`src/rtl/csr_macros.svh`:
```
// Widths, write masks and fixed values of the machine-mode CSR block, included by package and RTL
`ifndef CSR_MACROS_SVH
`define CSR_MACROS_SVH

////////////////////
// Widths
////////////////////

`define CSR_XLEN   32
`define CSR_ADDR_W 12

////////////////////
// mstatus layout
////////////////////

`define CSR_MSTATUS_MIE_BIT  3
`define CSR_MSTATUS_MPIE_BIT 7
`define CSR_MSTATUS_MPP_LSB  11

////////////////////
// Write masks
////////////////////

// MIE, MPIE and MPP only
`define CSR_MSTATUS_WMASK 32'h0000_1888

`define CSR_MIE_WMASK     32'h0000_0888 // MSIE, MTIE, MEIE
`define CSR_ALIGN_WMASK   32'hFFFF_FFFC // Word aligned, mtvec and mepc

////////////////////
// Identity
////////////////////

// MXL 1 (XLEN 32), U and I extensions
`define CSR_MISA_VALUE 32'h4010_0100

`endif
```
`src/rtl/csr_pkg.sv`:
```
// Types shared by the CSR block units, imported by wildcard into each module header
`default_nettype none

`include "csr_macros.svh"

package csr_pkg;

    // CSR addresses that the block keeps
    typedef enum logic [`CSR_ADDR_W-1:0] {
        MSTATUS    = 12'h300,
        MISA       = 12'h301,
        MIE        = 12'h304,
        MTVEC      = 12'h305,
        MSCRATCH   = 12'h340,
        MEPC       = 12'h341,
        MCAUSE     = 12'h342,
        MTVAL      = 12'h343,
        MIP        = 12'h344,
        MCYCLE     = 12'hB00,
        MINSTRET   = 12'hB02,
        MCYCLEH    = 12'hB80,
        MINSTRETH  = 12'hB82,
        CYCLE      = 12'hC00,
        INSTRET    = 12'hC02,
        CYCLEH     = 12'hC80,
        INSTRETH   = 12'hC82,
        MVENDORID  = 12'hF11,
        MARCHID    = 12'hF12,
        MIMPID     = 12'hF13,
        MHARTID    = 12'hF14,
        MCONFIGPTR = 12'hF15
    } csr_addr_e;

    typedef enum logic [1:0] {
        OP_WRITE = 2'd0,
        OP_SET   = 2'd1,
        OP_CLEAR = 2'd2
    } csr_op_e;

    typedef enum logic [1:0] {
        PRIV_USER    = 2'b00,
        PRIV_MACHINE = 2'b11
    } priv_e;

    typedef enum logic [4:0] {
        EXC_INSTR_MISALIGNED   = 5'd0,
        EXC_INSTR_ACCESS_FAULT = 5'd1,
        EXC_ILLEGAL_INSTR      = 5'd2,
        EXC_BREAKPOINT         = 5'd3,
        EXC_LOAD_MISALIGNED    = 5'd4,
        EXC_LOAD_ACCESS_FAULT  = 5'd5,
        EXC_STORE_MISALIGNED   = 5'd6,
        EXC_STORE_ACCESS_FAULT = 5'd7,
        EXC_ECALL_U            = 5'd8,
        EXC_ECALL_M            = 5'd11
    } exc_code_e;

    typedef enum logic [4:0] {
        IRQ_M_SW  = 5'd3,
        IRQ_M_TIM = 5'd7,
        IRQ_M_EXT = 5'd11
    } irq_code_e;

    // Access from the pipeline, addr kept raw so unmapped values pass through
    typedef struct packed {
        logic                   read;
        logic                   write;
        csr_op_e                op;
        logic [`CSR_ADDR_W-1:0] addr;
        logic [`CSR_XLEN-1:0]   data;
    } csr_req_t;

    typedef struct packed {
        logic                 raise_exception;
        exc_code_e            exc_code;
        logic                 mret;
        logic                 irq_ack;
        logic                 jump;
        logic [`CSR_XLEN-1:0] pc;
        logic [`CSR_XLEN-1:0] instr;
        logic [`CSR_XLEN-1:0] jump_target;
    } trap_req_t;

    // Resolved write, data already merged with the masked old value
    typedef struct packed {
        logic                   en;
        logic [`CSR_ADDR_W-1:0] addr;
        logic [`CSR_XLEN-1:0]   data;
    } csr_wr_t;

    typedef struct packed {
        logic [`CSR_XLEN-1:0] mstatus;
        logic [`CSR_XLEN-1:0] mie;
        logic [`CSR_XLEN-1:0] mtvec;
        logic [`CSR_XLEN-1:0] mscratch;
        logic [`CSR_XLEN-1:0] mepc;
        logic [`CSR_XLEN-1:0] mcause;
        logic [`CSR_XLEN-1:0] mtval;
        priv_e                priv;
    } trap_state_t;

endpackage

`default_nettype wire

```
`src/rtl/csr_bank.sv`:
```
// Top of the machine-mode CSR block, connects access decode, trap registers, counters and interrupts
`timescale 1ns/100ps
`default_nettype none

`include "csr_macros.svh"

module csr_bank
    import csr_pkg::*;
(
    input  logic        clk,
    input  logic        reset_n,
    input  csr_req_t    csr_req_i,
    input  trap_req_t   trap_req_i,
    input  logic        killed_i,
    input  logic [31:0] irq_i,
    output logic [31:0] rdata_o,
    output logic        irq_pending_o,
    output priv_e       priv_o,
    output logic [31:0] mepc_o,
    output logic [31:0] mtvec_o
);

    csr_wr_t     csr_wr;
    trap_state_t trap_state;
    logic [31:0] mip;
    logic [63:0] mcycle;
    logic [63:0] minstret;
    irq_code_e   irq_code;

    ////////////////////
    // Units
    ////////////////////

    csr_access i_csr_access (
        .req_i      (csr_req_i),
        .killed_i   (killed_i),
        .state_i    (trap_state),
        .mip_i      (mip),
        .mcycle_i   (mcycle),
        .minstret_i (minstret),
        .wr_o       (csr_wr),
        .rdata_o    (rdata_o)
    );

    trap_regs i_trap_regs (
        .clk        (clk),
        .reset_n    (reset_n),
        .wr_i       (csr_wr),
        .trap_i     (trap_req_i),
        .irq_code_i (irq_code),
        .state_o    (trap_state)
    );

    hart_counters i_hart_counters (
        .clk        (clk),
        .reset_n    (reset_n),
        .wr_i       (csr_wr),
        .killed_i   (killed_i),
        .mcycle_o   (mcycle),
        .minstret_o (minstret)
    );

    irq_ctrl i_irq_ctrl (
        .clk           (clk),
        .reset_n       (reset_n),
        .irq_i         (irq_i),
        .mstatus_mie_i (trap_state.mstatus[`CSR_MSTATUS_MIE_BIT]), // Global enable
        .mie_i         (trap_state.mie),
        .irq_ack_i     (trap_req_i.irq_ack),
        .mip_o         (mip),
        .pending_o     (irq_pending_o),
        .irq_code_o    (irq_code)
    );

    // Pipeline facing views of the trap state
    assign priv_o  = trap_state.priv;
    assign mepc_o  = trap_state.mepc;
    assign mtvec_o = trap_state.mtvec;

endmodule

`default_nettype wire

```
`src/rtl/irq_ctrl.sv`:
```
// Samples interrupt lines into mip and flags the highest priority enabled interrupt, in csr_bank
`timescale 1ns/100ps
`default_nettype none

module irq_ctrl
    import csr_pkg::*;
(
    input  logic        clk,
    input  logic        reset_n,
    input  logic [31:0] irq_i,
    input  logic        mstatus_mie_i,
    input  logic [31:0] mie_i,
    input  logic        irq_ack_i,
    output logic [31:0] mip_o,
    output logic        pending_o,
    output irq_code_e   irq_code_o
);

    logic [31:0] mip_q;
    logic [31:0] active;

    assign active = mip_q & mie_i;

    always_ff @(posedge clk or negedge reset_n) begin
        if (!reset_n) begin
            mip_q     <= '0;
            pending_o <= 1'b0;
        end else begin
            mip_q     <= irq_i;
            pending_o <= mstatus_mie_i && (active != '0) && !irq_ack_i;
        end
    end

    // Code holds its last value while nothing is pending
    always_ff @(posedge clk) begin
        if (active[IRQ_M_EXT]) begin
            irq_code_o <= IRQ_M_EXT;
        end else if (active[IRQ_M_SW]) begin
            irq_code_o <= IRQ_M_SW;
        end else if (active[IRQ_M_TIM]) begin
            irq_code_o <= IRQ_M_TIM;
        end
    end

    assign mip_o = mip_q;

    // An acked interrupt must not be taken twice
    a_no_pend_after_ack: assert property (
        @(posedge clk) disable iff (!reset_n)
        irq_ack_i |=> !pending_o
    ) else $error("Interrupt still pending the cycle after ack");

endmodule

`default_nettype wire

```
`src/rtl/hart_counters.sv`:
```
// Free running mcycle and minstret counters with 32-bit half writes, instantiated in csr_bank
`timescale 1ns/100ps
`default_nettype none

module hart_counters
    import csr_pkg::*;
(
    input  logic        clk,
    input  logic        reset_n,
    input  csr_wr_t     wr_i,
    input  logic        killed_i,
    output logic [63:0] mcycle_o,
    output logic [63:0] minstret_o
);

    logic [63:0] mcycle_q;
    logic [63:0] minstret_q;
    csr_addr_e   csr;

    assign csr = csr_addr_e'(wr_i.addr);

    // Increment first, a half write then overrides its own word
    function automatic logic [63:0] next_count(
        input logic [63:0] cur,
        input logic        inc,
        input logic        wr_lo,
        input logic        wr_hi,
        input logic [31:0] data
    );
        logic [63:0] result;
        result = cur + {63'b0, inc};
        if (wr_lo) begin
            result[31:0] = data;
        end
        if (wr_hi) begin
            result[63:32] = data;
        end
        return result;
    endfunction

    always_ff @(posedge clk or negedge reset_n) begin
        if (!reset_n) begin
            mcycle_q   <= '0;
            minstret_q <= '0;
        end else begin
            mcycle_q   <= next_count(mcycle_q, 1'b1,
                                     wr_i.en && (csr == MCYCLE),
                                     wr_i.en && (csr == MCYCLEH), wr_i.data);
            minstret_q <= next_count(minstret_q, !killed_i,
                                     wr_i.en && (csr == MINSTRET),
                                     wr_i.en && (csr == MINSTRETH), wr_i.data);
        end
    end

    assign mcycle_o   = mcycle_q;
    assign minstret_o = minstret_q;

endmodule

`default_nettype wire

```
`src/rtl/trap_regs.sv`:
```
// Machine trap CSRs and privilege level with exception, interrupt and mret handling, in csr_bank
`timescale 1ns/100ps
`default_nettype none

`include "csr_macros.svh"

module trap_regs
    import csr_pkg::*;
(
    input  logic        clk,
    input  logic        reset_n,
    input  csr_wr_t     wr_i,
    input  trap_req_t   trap_i,
    input  irq_code_e   irq_code_i,
    output trap_state_t state_o
);

    trap_state_t state_q;
    logic [1:0]  mpp;
    logic        take_trap;

    assign mpp       = state_q.mstatus[`CSR_MSTATUS_MPP_LSB +: 2];
    assign take_trap = trap_i.raise_exception || trap_i.irq_ack;
    assign state_o   = state_q;

    // Push the interrupt enable stack and record the previous privilege
    function automatic logic [31:0] push_status(input logic [31:0] status, input priv_e priv);
        logic [31:0] result;
        result = status;
        result[`CSR_MSTATUS_MPIE_BIT]    = status[`CSR_MSTATUS_MIE_BIT];
        result[`CSR_MSTATUS_MIE_BIT]     = 1'b0;
        result[`CSR_MSTATUS_MPP_LSB +: 2] = priv;
        return result;
    endfunction

    ////////////////////
    // Register update
    ////////////////////

    always_ff @(posedge clk or negedge reset_n) begin
        if (!reset_n) begin
            state_q.mstatus  <= '0;
            state_q.mie      <= '0;
            state_q.mtvec    <= '0;
            state_q.mscratch <= '0;
            state_q.mepc     <= '0;
            state_q.mcause   <= '0;
            state_q.mtval    <= '0;
            state_q.priv     <= PRIV_MACHINE;
        end else if (trap_i.mret) begin
            state_q.mstatus[`CSR_MSTATUS_MIE_BIT] <= state_q.mstatus[`CSR_MSTATUS_MPIE_BIT];
            // MPP may hold an unsupported level, anything but machine drops to user
            state_q.priv <= (mpp == PRIV_MACHINE) ? PRIV_MACHINE : PRIV_USER;
        end else if (take_trap) begin
            state_q.mstatus <= push_status(state_q.mstatus, state_q.priv);
            state_q.priv    <= PRIV_MACHINE;
            if (trap_i.raise_exception) begin
                state_q.mcause <= {27'b0, trap_i.exc_code};
                state_q.mepc   <= trap_i.pc;
                state_q.mtval  <= (trap_i.exc_code == EXC_ILLEGAL_INSTR) ? trap_i.instr
                                                                         : trap_i.pc;
            end else begin
                state_q.mcause <= {1'b1, 26'b0, irq_code_i};
                // Current instruction retires, resume after it
                state_q.mepc   <= trap_i.jump ? trap_i.jump_target : trap_i.pc + 32'd4;
            end
        end else if (wr_i.en) begin
            case (csr_addr_e'(wr_i.addr))
                MSTATUS:  state_q.mstatus  <= wr_i.data;
                MIE:      state_q.mie      <= wr_i.data;
                MTVEC:    state_q.mtvec    <= wr_i.data;
                MSCRATCH: state_q.mscratch <= wr_i.data;
                MEPC:     state_q.mepc     <= wr_i.data;
                MCAUSE:   state_q.mcause   <= wr_i.data;
                MTVAL:    state_q.mtval    <= wr_i.data;
                default: ; // Counter writes, handled in hart_counters
            endcase
        end
    end

    ////////////////////
    // Checks
    ////////////////////

    // The pipeline resolves mret and exceptions in one stage, never both at once
    a_exc_mret_excl: assert property (
        @(posedge clk) disable iff (!reset_n)
        !(trap_i.raise_exception && trap_i.mret)
    ) else $error("raise_exception and mret asserted together");

endmodule

`default_nettype wire

```
`src/rtl/csr_access.sv`:
```
// Address decode, masked read-modify-write and read mux of the CSR block, used inside csr_bank
`timescale 1ns/100ps
`default_nettype none

`include "csr_macros.svh"

module csr_access
    import csr_pkg::*;
(
    input  csr_req_t    req_i,
    input  logic        killed_i,
    input  trap_state_t state_i,
    input  logic [31:0] mip_i,
    input  logic [63:0] mcycle_i,
    input  logic [63:0] minstret_i,
    output csr_wr_t     wr_o,
    output logic [31:0] rdata_o
);

    csr_addr_e   csr;
    logic [31:0] cur_val;
    logic [31:0] wmask;
    logic [31:0] new_val;
    logic        mapped;
    logic        access_ok;

    assign csr       = csr_addr_e'(req_i.addr);
    assign access_ok = !killed_i;

    ////////////////////
    // Decode
    ////////////////////

    always_comb begin
        cur_val = '0;
        wmask   = '0;
        mapped  = 1'b1;
        case (csr)
            MSTATUS: begin
                cur_val = state_i.mstatus;
                wmask   = `CSR_MSTATUS_WMASK;
            end
            MISA:     cur_val = `CSR_MISA_VALUE; // Fixed, writes ignored
            MIE: begin
                cur_val = state_i.mie;
                wmask   = `CSR_MIE_WMASK;
            end
            MTVEC: begin
                cur_val = state_i.mtvec;
                wmask   = `CSR_ALIGN_WMASK;
            end
            MSCRATCH: begin
                cur_val = state_i.mscratch;
                wmask   = '1;
            end
            MEPC: begin
                cur_val = state_i.mepc;
                wmask   = `CSR_ALIGN_WMASK;
            end
            MCAUSE: begin
                cur_val = state_i.mcause;
                wmask   = '1;
            end
            MTVAL: begin
                cur_val = state_i.mtval;
                wmask   = '1;
            end
            MIP:      cur_val = mip_i;         // Follows the irq lines
            MCYCLE: begin
                cur_val = mcycle_i[31:0];
                wmask   = '1;
            end
            MCYCLEH: begin
                cur_val = mcycle_i[63:32];
                wmask   = '1;
            end
            MINSTRET: begin
                cur_val = minstret_i[31:0];
                wmask   = '1;
            end
            MINSTRETH: begin
                cur_val = minstret_i[63:32];
                wmask   = '1;
            end
            // User aliases, read only
            CYCLE:    cur_val = mcycle_i[31:0];
            CYCLEH:   cur_val = mcycle_i[63:32];
            INSTRET:  cur_val = minstret_i[31:0];
            INSTRETH: cur_val = minstret_i[63:32];
            MVENDORID, MARCHID, MIMPID, MHARTID, MCONFIGPTR: cur_val = '0;
            default:  mapped = 1'b0;
        endcase
    end

    ////////////////////
    // Operation
    ////////////////////

    always_comb begin
        case (req_i.op)
            OP_SET:   new_val = cur_val | (req_i.data & wmask);
            OP_CLEAR: new_val = cur_val & ~(req_i.data & wmask);
            default:  new_val = (cur_val & ~wmask) | (req_i.data & wmask);
        endcase
    end

    // Registers without writable bits never see an enable
    assign wr_o.en   = req_i.write && access_ok && (wmask != '0);
    assign wr_o.addr = req_i.addr;
    assign wr_o.data = new_val;

    assign rdata_o = (req_i.read && access_ok && mapped) ? cur_val : '0;

    // Write decode must agree with the read map shared with trap_regs and hart_counters
    always_comb begin
        if (wr_o.en) begin
            a_wr_mapped: assert final (mapped)
                else $error("CSR write enabled for unmapped address %h", req_i.addr);
        end
    end

endmodule

`default_nettype wire

```
`config.mk`:
```
export PLATFORM = sky130hd
export DESIGN_NAME = csr_bank
export DESIGN_NICKNAME = d
export VERILOG_FILES = /design/src/rtl/csr_pkg.sv /design/src/rtl/csr_bank.sv /design/src/rtl/irq_ctrl.sv /design/src/rtl/hart_counters.sv /design/src/rtl/trap_regs.sv /design/src/rtl/csr_access.sv
export VERILOG_INCLUDE_DIRS = /design/src /design/src/rtl
export SDC_FILE = /design/constraint.sdc
export NUM_CORES = 1
export LEC_CHECK = 0
export BUFFER_PORTS_ARGS = -buffer_cell sky130_fd_sc_hd__buf_2
export CORE_UTILIZATION = 59
export DETAILED_ROUTE_END_ITERATION = 12
export PLACE_DENSITY = 0.81
export SLEW_MARGIN = 25
export SYNTH_ARGS = -nofsm -noshare
export SYNTH_HDL_FRONTEND = slang
export SYNTH_SLANG_ARGS = --single-unit
```
`constraint.sdc`:
```
create_clock -name clk -period 4.9 [get_ports clk]
set_clock_uncertainty 0.2 [all_clocks]
set_input_delay 0.98 -clock clk [delete_from_list [all_inputs] [get_ports clk]]
set_output_delay 0.98 -clock clk [all_outputs]
set_load 0.02 [all_outputs]
```
==> results of run 1 <==
cell usage in the layout, fill, tap and decap left out, drive strengths merged, types with 48 or more instances in the layout:
cell type,netlist,layout
nand3,87,87
nor2,279,279
a21oi,222,222
a22oi,55,55
dfrtp,385,385
xnor2,79,79
o21ai,192,192
buf,144,468
mux2i,101,101
and3,48,48
nor3,89,89
nand2,212,212
clkbuf,171,55
worst max-delay path by stage:
| stage | end | cells past startpoint |
|---|---|---|
| floorplan | rdata_o[21] | 9 |
| global placement | rdata_o[15] | 9 |
| detailed placement | rdata_o[15] | 9 |
| CTS | rdata_o[15] | 9 |
| global route | rdata_o[15] | 9 |
| finish | rdata_o[15] | 9 |
cells by family (layout without fill, tap and decap cells):
family,Yosys count,after routing,synth area share (%)
AND/OR/NAND/NOR,912,912,19.7
multiplexers,137,137,6.04
XOR/XNOR,122,122,4.52
adder cells (fa/ha/maj),4,4,0.212
flip-flops,388,388,41.0
buffers and inverters,341,574,7.23
AO/OA/AOI/OAI,757,757,21.3
other,0,12,0
sequential cells by signal, summed over array words and instances (netlist names):
| register | flops |
|---|---|
| i_irq_ctrl.irq_code_o | 2 |
| i_irq_ctrl.pending_o | 1 |
| i_irq_ctrl.mip_o | 32 |
| i_hart_counters.mcycle_o | 64 |
| i_hart_counters.minstret_o | 64 |
| i_trap_regs.state_o | 225 |
metal layers:
metal  vias up  GRT usage [%]  wire length [um]
met4         2           31.0              7620
li1      10046              -                 -
met2      2133           73.8             43900
met1     11727           67.3             38300
met5         -              0                13
met3       473           12.1             13700
power by group through the flow:
stage | clock network, W | logic [W] | registers (W)
after floorplan | 0 | 0.000557 | 0.00350
after global placement | 0 | 0.000871 | 0.00360
after detailed placement | 0 | 0.000899 | 0.00360
after CTS | 0.00368 | 0.000907 | 0.00354
after global routing | 0.00379 | 0.000990 | 0.00356
final | 0.00368 | 0.000934 | 0.00356
critical path: cells and delay by family:
| kind | cells | cell delay, ps |
|---|---|---|
| buf+inv | 4 | 1040 |
| compound gates | 3 | 1420 |
| simple gates | 2 | 120 |
stage by stage:
step	hold WS (ps)	instances
after floorplan	221	2661
after global placement	159	3332
after detailed placement	161	3332
after CTS	174	3412
after global routing	180	3419
final	173	3424
layout make-up:
cell class	instances	area, sq um
diodes	12	30.0
flip-flops and latches	388	9700
inverters	26	97.6
clock inverters	25	413
clock buffers	55	1190
fillers	3051	11700
multi-input cells	1932	12300
repair buffers	468	2960
well taps	518	648
repair_timing:
item / 4_1_cts / 5_1_grt
setup buffers: 0 / 0
gates resized for setup: 1 / 0
setup endpoints to repair: 1 / 0
hold buffers: 0 / 0
==> impl_metrics.tcl, run 1 <==
set metrics [dict create \
    status "finished clean" \
    path_max_fanout 20 \
    grt_max_degree 92 \
    p_seq_share_pct 43.5 \
    clock_latency_ps 620 \
    cts_tree "done" \
    synth.most_common_cell "dfrtp_1" \
    slowest_stage "a2111oi_1" \
    reg2regPathDepth 7 \
    gp_congestion 1.06 \
    max-cap-violations 0 \
    synth_top_area_share_pct 40.8 \
    cp.required_ps 3720 \
    drt_iter0_markers 3896 \
    power_frac_comb_pct 11.4 \
    hold_violations 0 \
    dpl_cell_area_sq_um 25700 \
    first_pass_iters 8 \
    timing.final.crit_share_pct 97.1 \
    drive_above_1_share_pct 22.6 \
    syn-instance-count 2661 \
    hold_end "i_trap_regs.state_o[216]" \
    grt_antenna_before_repair 10 \
    post-place-ws_ps 13.1 \
    fp-row-count 72 \
    clockPowerShare_pct 45.1 \
    final_area_sq_um 27400 \
    coreArea_sq_um 39100 \
    seq_area_frac_synth_pct 41.0 \
    yosys_warnings 0 \
    critPathLaunch "csr_req_i[35]" \
    startpoint_type "input port" \
    cts_sinks 388 \
    fmax_mhz 210 \
    p_int_w 0.00590 \
    start_util_pct 60.4 \
    setup_viol 0 \
    gr-usage-all-layers_pct 50.3 \
    synth_area_leaders "dfrtp_1 41%, a21oi_1 4.5%, nor2_1 4.3%" \
    wl_mm 103 \
    area_growth_pct 15.8 \
    ys_top_cells_by_count "385 x dfrtp_1, 270 x nor2_1, 214 x a21oi_1" \
    rsz0062_at_grt "no" \
    p_per_area_nw_per_um2 299 \
    dp_hpwl_mm 77.6 \
    ys_seq_elements 388 \
    wl_per_cell_um 30.2 \
    crit_chain "buf_2 > nor4_4 > buf_4 > a222oi_1 > o211ai_1 > a2111oi_1 > buf_4 > nor2_1 > buf_2" \
    synth_area_sq_um 23600 \
    relSlewSlack_pct 23.9 \
    synth_top_area_cell "dfrtp_1" \
    ys_dominant_reg_cell "dfrtp_1" \
    syn-num-nets 2853 \
    fin_crit_ps 4760 \
    yosys.cell_types.count 101 \
    rr_startpoint "i_trap_regs.state_o[199]" \
    htreeDepth 2 \
    vias 24381 \
    synth-edff-count 0 \
    vdd_drop_max_uv 405 \
    r2r-end "i_trap_regs.state_o[71]" \
    worstMarginPinSlew_ps 1140 \
    clockBufferDepth 3 \
    ff2ff_setup_slack_ps 1500 \
    p_sw_w 0.00228 \
    syn_avg_cell_area_sq_um 8.88 \
    worstPathArrival_ps 3580 \
    p_leak_nw 11.7 \
    tns_ps 0 \
    dieArea_sq_um 40900 \
    io_pins 287 \
    io_buffer_count 286 \
    end_kind "primary output" \
    root_buffer "clkbuf_16" \
    antenna_left 0 \
    drc_errors 0 \
    switching_share_pct 27.8 \
    power_w 0.00818 \
    finish.net_count 3051 \
    cts-buffers-inserted 43 \
    worst_slack_ps 144 \
    async_flop_share_pct 99.5 \
    path_class "input port to primary output" \
    overflow 0 \
    min-delay-start "i_trap_regs.state_o[216]" \
    slowest_delay_ps 730 \
    first_global_vias 23375 \
    grt_first_pass_wirelength_mm 151 \
    die_h_um 202 \
    path_clk_slew_ps 60 \
    slew_violations 0 \
    final_util_pct 70.0 \
    hold_path_class "flip-flop to flip-flop" \
    holdPathStages 0 \
    via_per_inst 7.12 \
    die_x_um 202 \
]
Note: power is estimated with default switching activity, not from simulation.
==> run 2: changes to the inputs <==
--- a/config.mk
+++ b/config.mk
@@ -7,9 +7,9 @@
 export NUM_CORES = 1
 export LEC_CHECK = 0
 export BUFFER_PORTS_ARGS = -buffer_cell sky130_fd_sc_hd__buf_2
-export CORE_UTILIZATION = 59
+export CORE_UTILIZATION = 35
 export DETAILED_ROUTE_END_ITERATION = 12
-export PLACE_DENSITY = 0.81
+export GPL_TIMING_DRIVEN = 0
 export SLEW_MARGIN = 25
 export SYNTH_ARGS = -nofsm -noshare
 export SYNTH_HDL_FRONTEND = slang
==> impl_metrics.tcl, run 2 (synthesis results as in run 1) <==
set metrics [dict create \
    final_common_cell "dfrtp_1" \
    p_leak_nw 11.9 \
    cts_sinks 388 \
    grt_max_degree 86 \
    drt_iter0_markers 3857 \
    die_x_um 262 \
    setup_viol 13 \
    worstPathArrival_ps 3770 \
    max-cap-violations 0 \
    relSlewSlack_pct 20.9 \
    worstMarginPinSlew_ps 1180 \
    gp_congestion 1.05 \
    area.sequential_sq_um 9700 \
    finish.net_count 3203 \
    hold_path_class "input port to async pin" \
    rsz0062_at_grt "yes" \
    die_h_um 262 \
    drive_above_1_share_pct 22.0 \
    vias 25058 \
    cts_tree "done" \
    r2r-end "i_hart_counters.mcycle_o[55]" \
    p_per_area_nw_per_um2 285 \
    fin_cells 3913 \
    status "finished with violations" \
    dieArea_sq_um 68600 \
    drc_errors 0 \
    slew_violations 0 \
    cts-buffers-inserted 44 \
    overflow 0 \
    htreeDepth 2 \
    area_growth_pct 19.7 \
    io_pins 287 \
    multi_input_comb_area_sq_um 12500 \
    tns_ps -327 \
    cp.required_ps 3720 \
    path_max_fanout 10 \
    dpl.cell_count 3815 \
    worst_slack_ps -47.5 \
    wl_mm 125 \
    timing.final.crit_share_pct 101 \
    end_kind "primary output" \
    gr-usage-all-layers_pct 35.9 \
    path_clk_slew_ps 70 \
    coreArea_sq_um 66300 \
    first_global_vias 23054 \
    root_buffer "clkbuf_16" \
    ff2ff_setup_slack_ps 1120 \
    largest_reg_flops 225 \
    rr_startpoint "i_hart_counters.mcycle_o[5]" \
    clockBufferDepth 3 \
    fp-row-count 94 \
    violations "setup timing" \
    vdd_drop_max_uv 285 \
    fmax_mhz 202 \
    reg2regPathDepth 8 \
    grt_antenna_before_repair 15 \
    start_util_pct 35.6 \
    clock_latency_ps 620 \
    dp_hpwl_mm 98.2 \
    fin_crit_ps 4950 \
    first_pass_iters 8 \
    via_per_inst 6.40 \
    grt_first_pass_wirelength_mm 173 \
    io_buffer_count 279 \
    hold_slack_ps 39.1 \
    cts_hold_buf 0 \
    wl_per_cell_um 32.0 \
    hold_violations 0 \
    layout_common_cells "385 x dfrtp_1, 318 x buf_2, 258 x nor2_1, 211 x nand2_1, 211 x a21oi_1" \
    path_class "input port to primary output" \
    nFillCells 6792 \
    antenna_left 0 \
    startpoint_type "input port" \
]
[run 2: cell count changes in the layout (fill, tap and decap cells not counted), moves of 10 or more]
cell | before | now
clkbuf_1 | 5 | 167
buf_2 | 283 | 318
buf_6 | 0 | 13
nor2_1 | 268 | 258
buf_12 | 12 | 1
buf_4 | 172 | 103
[run 2: how the worst max path moves through the flow]
stage,slack (ps),to,from,depth (start not counted)
CTS,2,rdata_o[4],csr_req_i[32],10
finish,-50,rdata_o[10],csr_req_i[39],11
detailed placement,-920,rdata_o[0],csr_req_i[34],12
global placement,-5380,i_trap_regs.state_o[220],reset_n,1
floorplan,550,rdata_o[21],csr_req_i[38],9
global route,-30,rdata_o[10],csr_req_i[39],11
[run 2: routing by layer]
metal / global-route usage, % / share of wire, % / vias to the layer above
li1: - / - / 10373
met1: 51.2 / 41 / 12453
met5: 0.556 / 0.10 / -
met2: 49.8 / 40 / 1888
met4: 15.6 / 4.8 / 14
met3: 10.7 / 13 / 330
[run 2: what timing repair did]
action / in CTS / in global routing
setup buffers: 8 / 6
endpoints found under the setup margin: 32 / 72
hold endpoints to repair: 0 / 0
cloned: 0 / 0
pin swaps: 6 / 3
resized for setup: 46 / 31
[run 2: metrics by stage]
step	area, sq um	utilization (%)	setup WS, ps	total power (W)
floorplan	23600	-	548	0.00406
global placement	26100	39.4	-5380	0.00459
detailed placement	26400	39.9	-924	0.00461
CTS	28100	42.4	2.18	0.00802
global route	28300	42.7	-27.6	0.00825
finish	28300	42.7	-47.5	0.00806
[run 2: power by group]
| group | leakage, nW | internal (W) | switching (W) | total, W |
|---|---|---|---|---|
| clock | 0.717 | 0.00195 | 0.00149 | 0.00345 |
| combinational | 6.03 | 0.000380 | 0.000681 | 0.00106 |
| sequential | 5.14 | 0.00335 | 0.000202 | 0.00355 |
| total | 11.9 | 0.00568 | 0.00237 | 0.00806 |
[run 2: cell type report]
cell class	count	area share (%)
clock buffers	63	4.43
well taps	864	3.82
plain buffers	314	5.94
repair buffers	305	6.07
multi-input cells	1932	44.3
clock inverters	17	0.752
inverters	26	0.345
flip-flops and latches	388	34.3
diodes	4	0.0354
[run 2: worst max-delay path, cell delays in order]
cell	delay, ps
buf_2	140
buf_6	170
nor4_1	370
clkbuf_4	350
buf_2	400
buf_4	360
nand3_1	110
a21oi_1	370
a21oi_1	190
nor2_1	140
buf_2	180
